<file path="src/hdl/msg_pkg.sv">
package msg_pkg;

	// Field widths of one network message
	localparam int ASZ = 6;
	localparam int DSZ = 32;
	localparam int RSZ = 4;

	// Only the low nibble of dat carries the sequence count
	localparam int NSZ = 4;

	// Redundancy widths with addresses zero-extended to a byte first
	localparam int RED_EXT = 8;
	localparam int RED_ADR_NIBS = RED_EXT / RSZ;
	localparam int RED_DAT_NIBS = DSZ / RSZ;

	typedef struct packed {
		logic [ASZ-1:0] src;
		logic [ASZ-1:0] dst;
		logic [DSZ-1:0] dat;
		logic [RSZ-1:0] red;
	} msg_t;

	// leds[0] src0 error, leds[1] src1 error, leds[2] redundancy or unknown src
	typedef struct packed {
		logic [3:0]     leds;
		logic [NSZ-1:0] disp0;
	} dbg_t;

endpackage

</file>
<file path="src/hdl/calc_redun.sv">
`timescale 1ns/1ps

module calc_redun import msg_pkg::*; (
	input  msg_t           msg,
	output logic [RSZ-1:0] red
);

	logic [RED_EXT-1:0] src_x;
	logic [RED_EXT-1:0] dst_x;
	logic [RSZ-1:0]     acc;

	assign src_x = {{(RED_EXT-ASZ){1'b0}}, msg.src};
	assign dst_x = {{(RED_EXT-ASZ){1'b0}}, msg.dst};

	// XOR of every nibble except the red field itself
	always_comb begin
		acc = '0;
		for (int i = 0; i < RED_ADR_NIBS; i++) begin
			acc = acc ^ src_x[i*RSZ +: RSZ] ^ dst_x[i*RSZ +: RSZ];
		end
		for (int i = 0; i < RED_DAT_NIBS; i++) begin
			acc = acc ^ msg.dat[i*RSZ +: RSZ];
		end
	end

	assign red = acc;

endmodule

</file>
<file path="src/hdl/msg_source.sv">
`timescale 1ns/1ps

module msg_source import msg_pkg::*; #(
	parameter int SRC_ADDR = 0,
	parameter int MIN_ADDR = 1,
	parameter int MAX_ADDR = 1
) (
	input  logic snk0_clk,
	input  logic rst_n,
	output msg_t o_msg,
	output logic o_req,
	input  logic o_ack
);

	typedef enum logic [1:0] {S_DST, S_DAT, S_RED, S_REQ} step_t;

	step_t          step_q;
	logic           req_q;
	logic [ASZ-1:0] dst_q;
	logic [NSZ-1:0] cnt_q;
	logic [NSZ-1:0] nib_q;
	logic [RSZ-1:0] red_q;
	logic [RSZ-1:0] red_calc;
	logic [ASZ-1:0] dst_next;
	logic           idle;
	msg_t           cur_msg;

	assign dst_next = (dst_q >= ASZ'(MAX_ADDR)) ? ASZ'(MIN_ADDR) : dst_q + ASZ'(1);

	// Build only once the previous handshake has fully closed
	assign idle = !req_q && !o_ack;

	assign cur_msg = '{src: ASZ'(SRC_ADDR), dst: dst_q,
		dat: {{(DSZ-NSZ){1'b0}}, nib_q}, red: red_q};

	calc_redun u_red (
		.msg (cur_msg),
		.red (red_calc)
	);

	always_ff @(posedge snk0_clk) begin
		if (!rst_n) begin
			step_q <= S_DST;
			req_q <= 1'b0;
			dst_q <= ASZ'(MIN_ADDR);
			cnt_q <= '0;
		end else if (idle) begin
			case (step_q)
				S_DST: begin
					dst_q <= dst_next;
					step_q <= S_DAT;
				end
				S_DAT: begin
					cnt_q <= cnt_q + 1'b1;
					step_q <= S_RED;
				end
				S_RED: step_q <= S_REQ;
				S_REQ: req_q <= 1'b1;
			endcase
		end else if (req_q && o_ack) begin
			req_q <= 1'b0;
			step_q <= S_DST;
		end
	end

	always_ff @(posedge snk0_clk) begin
		if (idle && step_q == S_DAT) begin
			nib_q <= cnt_q;
		end
		if (idle && step_q == S_RED) begin
			red_q <= red_calc;
		end
	end

	assign o_msg = cur_msg;
	assign o_req = req_q;

	// Offered message must hold until the receiver answers
	a_msg_stable: assert property (@(posedge snk0_clk) disable iff (!rst_n)
		(o_req && !o_ack) |=> $stable(o_msg))
		else $error("msg_source %0d changed message while req pending", SRC_ADDR);

endmodule

</file>
<file path="src/hdl/msg_checker.sv">
`timescale 1ns/1ps

module msg_checker import msg_pkg::*; (
	input  logic snk0_clk,
	input  logic rst_n,
	input  msg_t i_msg,
	input  logic i_req,
	output logic i_ack,
	output dbg_t dbg
);

	typedef enum logic [1:0] {C_CAP, C_RED, C_CHK, C_ACK} step_t;

	step_t                 step_q;
	logic                  ack_q;
	msg_t                  cap_q;
	logic [RSZ-1:0]        red_q;
	logic [RSZ-1:0]        red_calc;
	logic [1:0][NSZ-1:0]   last_q;
	logic [1:0]            src_err_q;
	logic                  bad_q;
	logic [NSZ-1:0]        disp_q;
	logic                  sel;
	logic                  src_known;
	logic [DSZ-1:0]        dat_expect;

	calc_redun u_red (
		.msg (cap_q),
		.red (red_calc)
	);

	assign sel = cap_q.src[0];
	assign src_known = (cap_q.src[ASZ-1:1] == '0);
	assign dat_expect = {{(DSZ-NSZ){1'b0}}, last_q[sel] + 4'd1};

	always_ff @(posedge snk0_clk) begin
		if (!rst_n) begin
			step_q <= C_CAP;
			ack_q <= 1'b0;
			last_q <= '1;
			src_err_q <= '0;
			bad_q <= 1'b0;
			disp_q <= '0;
		end else if (i_req && !ack_q) begin
			case (step_q)
				C_CAP: step_q <= C_RED;
				C_RED: step_q <= C_CHK;
				C_CHK: begin
					step_q <= C_ACK;
					if (!src_known) begin
						bad_q <= 1'b1;
					end else if (!src_err_q[sel]) begin
						if (cap_q.red != red_q) begin
							src_err_q[sel] <= 1'b1;
							bad_q <= 1'b1;
						end else if (last_q[sel] <= 4'd14 && cap_q.dat != dat_expect) begin
							src_err_q[sel] <= 1'b1;
						end else begin
							last_q[sel] <= cap_q.dat[NSZ-1:0];
						end
					end
				end
				C_ACK: begin
					disp_q <= cap_q.dat[NSZ-1:0];
					ack_q <= 1'b1;
					step_q <= C_CAP;
				end
			endcase
		end else if (!i_req && ack_q) begin
			ack_q <= 1'b0;
		end
	end

	// Message and recomputed code
	always_ff @(posedge snk0_clk) begin
		if (i_req && !ack_q && step_q == C_CAP) begin
			cap_q <= i_msg;
		end
		if (i_req && !ack_q && step_q == C_RED) begin
			red_q <= red_calc;
		end
	end

	assign i_ack = ack_q;
	assign dbg = '{leds: {1'b0, bad_q, src_err_q[1], src_err_q[0]}, disp0: disp_q};

	a_ack_needs_req: assert property (@(posedge snk0_clk) disable iff (!rst_n)
		$rose(i_ack) |-> i_req)
		else $error("msg_checker raised ack without a pending req");

endmodule

</file>
<file path="src/hdl/io_2to1.sv">
`timescale 1ns/1ps

module io_2to1 import msg_pkg::*; #(
	parameter int MIN_ADDR = 1,
	parameter int MAX_ADDR = 1
) (
	input  logic snk0_clk,
	input  logic rst_n,
	output msg_t o0_msg,
	output logic o0_req,
	input  logic o0_ack,
	output msg_t o1_msg,
	output logic o1_req,
	input  logic o1_ack,
	input  msg_t i0_msg,
	input  logic i0_req,
	output logic i0_ack,
	output dbg_t dbg
);

	msg_source #(.SRC_ADDR(0), .MIN_ADDR(MIN_ADDR), .MAX_ADDR(MAX_ADDR)) u_src0 (
		.snk0_clk (snk0_clk),
		.rst_n    (rst_n),
		.o_msg    (o0_msg),
		.o_req    (o0_req),
		.o_ack    (o0_ack)
	);

	msg_source #(.SRC_ADDR(1), .MIN_ADDR(MIN_ADDR), .MAX_ADDR(MAX_ADDR)) u_src1 (
		.snk0_clk (snk0_clk),
		.rst_n    (rst_n),
		.o_msg    (o1_msg),
		.o_req    (o1_req),
		.o_ack    (o1_ack)
	);

	// Returning stream is checked against both sources
	msg_checker u_snk0 (
		.snk0_clk (snk0_clk),
		.rst_n    (rst_n),
		.i_msg    (i0_msg),
		.i_req    (i0_req),
		.i_ack    (i0_ack),
		.dbg      (dbg)
	);

endmodule

</file>
<file path="src/hdl/msg_merge_2to1.sv">
`timescale 1ns/1ps

module msg_merge_2to1 import msg_pkg::*; (
	input  logic snk0_clk,
	input  logic rst_n,
	input  msg_t a_msg,
	input  logic a_req,
	output logic a_ack,
	input  msg_t b_msg,
	input  logic b_req,
	output logic b_ack,
	output msg_t y_msg,
	output logic y_req,
	input  logic y_ack
);

	typedef enum logic [1:0] {M_IDLE, M_OFFER, M_DROP} state_t;

	state_t state_q;
	logic   ptr_q;
	logic   gnt_q;
	logic   req_q;
	msg_t   y_msg_q;
	logic   pick_b;
	logic   any_req;
	logic   busy;

	// ptr_q set means input b wins a tie
	assign pick_b = b_req && (!a_req || ptr_q);
	assign any_req = a_req || b_req;
	assign busy = (state_q != M_IDLE);

	always_ff @(posedge snk0_clk) begin
		if (!rst_n) begin
			state_q <= M_IDLE;
			ptr_q <= 1'b0;
			gnt_q <= 1'b0;
			req_q <= 1'b0;
		end else begin
			case (state_q)
				M_IDLE: begin
					if (any_req && !y_ack) begin
						gnt_q <= pick_b;
						ptr_q <= !pick_b;
						req_q <= 1'b1;
						state_q <= M_OFFER;
					end
				end
				M_OFFER: begin
					if (y_ack) begin
						req_q <= 1'b0;
						state_q <= M_DROP;
					end
				end
				M_DROP: begin
					if (!y_ack) begin
						state_q <= M_IDLE;
					end
				end
				default: state_q <= M_IDLE;
			endcase
		end
	end

	always_ff @(posedge snk0_clk) begin
		if (state_q == M_IDLE && any_req && !y_ack) begin
			y_msg_q <= pick_b ? b_msg : a_msg;
		end
	end

	assign y_msg = y_msg_q;
	assign y_req = req_q;

	// Output ack mirrored onto the granted input
	assign a_ack = busy && !gnt_q && y_ack;
	assign b_ack = busy && gnt_q && y_ack;

	// Offered message matches what the granted input still holds
	a_fwd_msg: assert property (@(posedge snk0_clk) disable iff (!rst_n)
		(y_req && !y_ack) |-> (y_msg == (gnt_q ? b_msg : a_msg)))
		else $error("msg_merge_2to1 offered a message the granted input no longer holds");

endmodule

</file>
<file path="src/hdl/msg_test_node.sv">
`timescale 1ns/1ps

module msg_test_node import msg_pkg::*; #(
	parameter int MIN_ADDR = 1,
	parameter int MAX_ADDR = 3
) (
	input  logic snk0_clk,
	input  logic rst_n,
	output msg_t net_out_msg,
	output logic net_out_req,
	input  logic net_out_ack,
	input  msg_t net_in_msg,
	input  logic net_in_req,
	output logic net_in_ack,
	output dbg_t dbg
);

	msg_t o0_msg;
	logic o0_req;
	logic o0_ack;
	msg_t o1_msg;
	logic o1_req;
	logic o1_ack;

	io_2to1 #(.MIN_ADDR(MIN_ADDR), .MAX_ADDR(MAX_ADDR)) u_io (
		.snk0_clk (snk0_clk),
		.rst_n    (rst_n),
		.o0_msg   (o0_msg),
		.o0_req   (o0_req),
		.o0_ack   (o0_ack),
		.o1_msg   (o1_msg),
		.o1_req   (o1_req),
		.o1_ack   (o1_ack),
		.i0_msg   (net_in_msg),
		.i0_req   (net_in_req),
		.i0_ack   (net_in_ack),
		.dbg      (dbg)
	);

	msg_merge_2to1 u_merge (
		.snk0_clk (snk0_clk),
		.rst_n    (rst_n),
		.a_msg    (o0_msg),
		.a_req    (o0_req),
		.a_ack    (o0_ack),
		.b_msg    (o1_msg),
		.b_req    (o1_req),
		.b_ack    (o1_ack),
		.y_msg    (net_out_msg),
		.y_req    (net_out_req),
		.y_ack    (net_out_ack)
	);

endmodule

</file>
<file path="config.mk">
export PLATFORM = sky130hd
export DESIGN_NAME = msg_test_node
export DESIGN_NICKNAME = d
export VERILOG_FILES = /design/src/hdl/msg_pkg.sv /design/src/hdl/calc_redun.sv /design/src/hdl/msg_source.sv /design/src/hdl/msg_checker.sv /design/src/hdl/io_2to1.sv /design/src/hdl/msg_merge_2to1.sv /design/src/hdl/msg_test_node.sv
export SDC_FILE = /design/constraint.sdc
export NUM_CORES = 1
export LEC_CHECK = 0
export ABC_CLOCK_PERIOD_IN_PS = 2600
export BUFFER_PORTS_ARGS = -buffer_cell sky130_fd_sc_hd__buf_2
export CORE_MARGIN = 1.5
export CORE_UTILIZATION = 30
export CTS_CLUSTER_SIZE = 24
export DETAILED_ROUTE_END_ITERATION = 10
export SLEW_MARGIN = 40
export SYNTH_ARGS = -nofsm -noshare
export SYNTH_HDL_FRONTEND = slang
export SYNTH_SLANG_ARGS = --single-unit
</file>
<file path="constraint.sdc">
create_clock -name snk0_clk -period 2.6 [get_ports snk0_clk]
set_input_delay 0.26 -clock snk0_clk [delete_from_list [all_inputs] [get_ports snk0_clk]]
set_output_delay 0.26 -clock snk0_clk [all_outputs]
set_load 0.05 [all_outputs]
</file>
==> key figures <==
Global route
  • Largest net degree at the start of global routing: 49
  • Number of global-route vias before repair: 3720
  • First-pass GRT wire length: 18.1 mm
  • Initial antenna violation count: 0
  • GRT Total Usage: 0.116
  • Gr ovfl total: 0

Finish
  • Area Growth Syn to Fin: 20.7%
  • # diodes: 0
  • Layout cells sized above 1: 0.211
  • Fin nets: 659
  • Fill count: 1898

Drt
  • DRC Markers: 0
  • Post-Route WL: 11.2 mm
  • Vias per cell: 4.27
  • DRT iter0 DRCs: 171
  • Vias post-DR: 3684
  • DR pass1 iterations: 4
  • Antenna-violating nets left: 0
  • Routed len/inst: 13.0 µm

Setup path
  • CP Capture Type: register
  • Crit-path max cell delay: 470 ps
  • Bufs and invs on worst path: 0
  • CP arrival: 2640 ps
  • Slowest CP cell: edfxtp_1
  • FF-to-FF path depth: 8
  • Critical Path RT: 2860 ps
  • Crit start category: register
  • CP top delay family: compound AO/OA/AOI/OAI gates
  • Crit. Startpoint: u_io.u_snk0.cap_q[42]
  • R2R Setup Slk: 220 ps
  • Crit path max fanout: 9
  • Reg-to-Reg Start: u_io.u_snk0.cap_q[42]
  • R2r endpoint: u_io.u_snk0.last_q[4]
  • Critical setup path kind: reg2reg
  • Crit-path cells: mux2_2 -> ha_1 -> xor2_1 -> nand4_1 -> nor2_2 -> a31oi_2 -> o31ai_1 -> nand3_1

Logic synthesis
  • Yosys top cell area share: 0.422
  • Synth area leader: edfxtp_1
  • Async set-reset flop share out of synthesis: 0
  • Synth Area in XOR/XNOR: 0.102
  • Top post-synthesis cells by area: edfxtp_1, dfxtp_1, xnor2_1
  • Largest family of logic cells by synthesized area: simple AND/OR/NAND/NOR gates
  • Most frequent cell after synthesis: edfxtp_1
  • Yosys reg bits: 132
  • Post-Synth Adder-Cell Area: 0.0488
  • Post-Synthesis Cells: 495
  • Count of different cell masters after synthesis: 52
  • Top_reg_cell synth: edfxtp_1
  • Post-Syn Area: 0.00590 mm²
  • Top cells by count, synth: edfxtp_1, nand2_1, dfxtp_1
  • Post-synthesis compound-gate area fraction: 0.0509
  • Avg Cell Area, Syn: 11.9 µm²
  • Number of synthesized flops with an enable pin: 83
  • Simple-gate share of the synthesized area: 0.127
  • Mux cell area share after synthesis: 0.0140
  • Sequential area share after synthesis: 0.589
  • YS warnings: 0

Die
  • Die height: 143 µm
  • Core area: 0.0194 mm²
  • Initial Utilization: 0.304
  • DIE AREA: 0.0205 mm²
  • FP Rows: 51
  • # IOs: 110
  • Die width: 143 µm

CTS
  • CTS tree: done
  • Clk root buf: clkbuf_16
  • H-tree Lvls: 4
  • Worst-path clk slew: 60 ps
  • CTS max path bufs: 2
  • Clock Latency Late Sink: 410 ps
  • TritonCTS Buffers: 17
  • Clock Sinks: 132

Hold path
  • Hold depth: 1
  • HP Start: net_in_msg[47]
  • Hold EP: u_io.u_snk0.cap_q[47]
  • Hold crit path type: in2reg

Run
  • Max cap viols: 0

Timing
  • Fin crit share: 0.917
  • Final Hold Viols: 0
  • Slew Limit Fails: 0
  • Tmin final: 2380 ps
  • Setup total negative slack: 0 ps
  • Rel. slew slack: 0.612
  • Unrepaired setup endpoints after global routing: no
  • Final Skew: 7.88 ps
  • Maximum clock rate: 0.420 GHz
  • Slew @ Worst Pin: 583 ps
  • Hold slack final: 24.0 ps
  • Setup-failing EPs final: 0

Place
  • Routability cong.: 0.739
  • DPL Wire Length: 8.19 mm
  • PortBufs: 75

Outcome
  • Status: complete, no violations

Power and ir drop
  • Worst VDD drop: 0.520 mV
  • Pwr Density: 917 mW/mm²
  • Leakage: 0.00280 µW
[worst max-delay path by stage]
stage,endpoint,slack (ps),depth (start not counted)
after floorplan,u_io.u_snk0.cap_q[0],40,3
after global placement,u_io.u_snk0.last_q[6],380,8
after detailed placement,u_io.u_snk0.last_q[6],160,8
after CTS,u_io.u_snk0.last_q[6],150,8
after global routing,u_io.u_snk0.last_q[7],30,8
final,u_io.u_snk0.last_q[4],220,8
[sequential cells by signal (all words and copies together) (netlist names), 2 cells and up]
name and count:
u_io.u_src1.nib_q 4, u_merge.state_q 2, u_io.u_snk0.cap_q 48, u_io.u_snk0.disp_q 4, u_io.u_src0.step_q 2, u_io.u_src0.red_q 4
u_io.u_src1.cnt_q 4, u_io.u_snk0.last_q 8, u_io.u_snk0.red_q 4, u_io.u_src0.cnt_q 4, u_io.u_snk0.src_err_q 2, u_io.u_src0.dst_q 6
u_io.u_src1.step_q 2, u_io.u_snk0.step_q 2, u_merge.y_msg 15, u_io.u_src1.red_q 4, u_io.u_src1.dst_q 6, u_io.u_src0.nib_q 4
[final cells by class]
type / count / area (µm²) / area share
clock buffers: 22 / 444 / 0.0624
multi-input cells: 329 / 2190 / 0.308
flip-flops and latches: 132 / 3470 / 0.488
inverters: 20 / 75.1 / 0.0105
clock inverters: 10 / 158 / 0.0221
well taps: 265 / 332 / 0.0466
repair buffers: 84 / 448 / 0.0629
[metrics by stage]
| step | power (µW) | utilization | area, µm² | setup slack (ps) | instances |
|---|---|---|---|---|---|
| floorplan | 3860 | - | 6030 | 36.1 | 528 |
| global placement | 4080 | 0.334 | 6480 | 376 | 827 |
| detailed placement | 4150 | 0.334 | 6480 | 162 | 827 |
| CTS | 6610 | 0.365 | 7080 | 151 | 859 |
| global route | 6890 | 0.367 | 7120 | 33.8 | 862 |
| finish | 6530 | 0.367 | 7120 | 217 | 862 |
[repair_timing]
action / 4_1_cts / 5_1_grt
buffers inserted: 0 / 1
endpoints found under the hold margin: 0 / 2
endpoints found under the setup margin: 0 / 6
hold buffers: 0 / 2
resized for setup: 0 / 3
[where the power goes]
| group | internal (µW) | switching (µW) |
|---|---|---|
| combinational | 503 | 794 |
| sequential | 2590 | 204 |
| clock | 1600 | 835 |
| total | 4700 | 1830 |
[cell usage in the layout, fill, tap and decap left out, types with 13 or more instances in the layout]
cell type  instances
dfxtp_1           49
clkbuf_16         17
nor2_1            20
conb_1            34
xnor2_1           48
inv_1             18
nand2_1           56
nand3_1           13
buf_2             75
a21oi_1           15
ha_1              23
edfxtp_1          83
xor2_1            21
[logic make-up after synthesis]
logic type / count (synthesis)
other cells: 1
flops: 132
fa+ha+maj: 23
buf+inv: 67
compound gates: 46
xor+xnor: 69
simple gates: 149
mux: 8
[per-layer routing]
layer | track usage | wire length (µm) | up-vias
met4 | 0.0392 | 56 | 0
li1 | - | - | 1835
met3 | 0.0429 | 794 | 5
met5 | 0 | 0 | -
met1 | 0.131 | 4710 | 1707
met2 | 0.200 | 5610 | 137
Note: power is estimated with default switching activity, not from simulation.
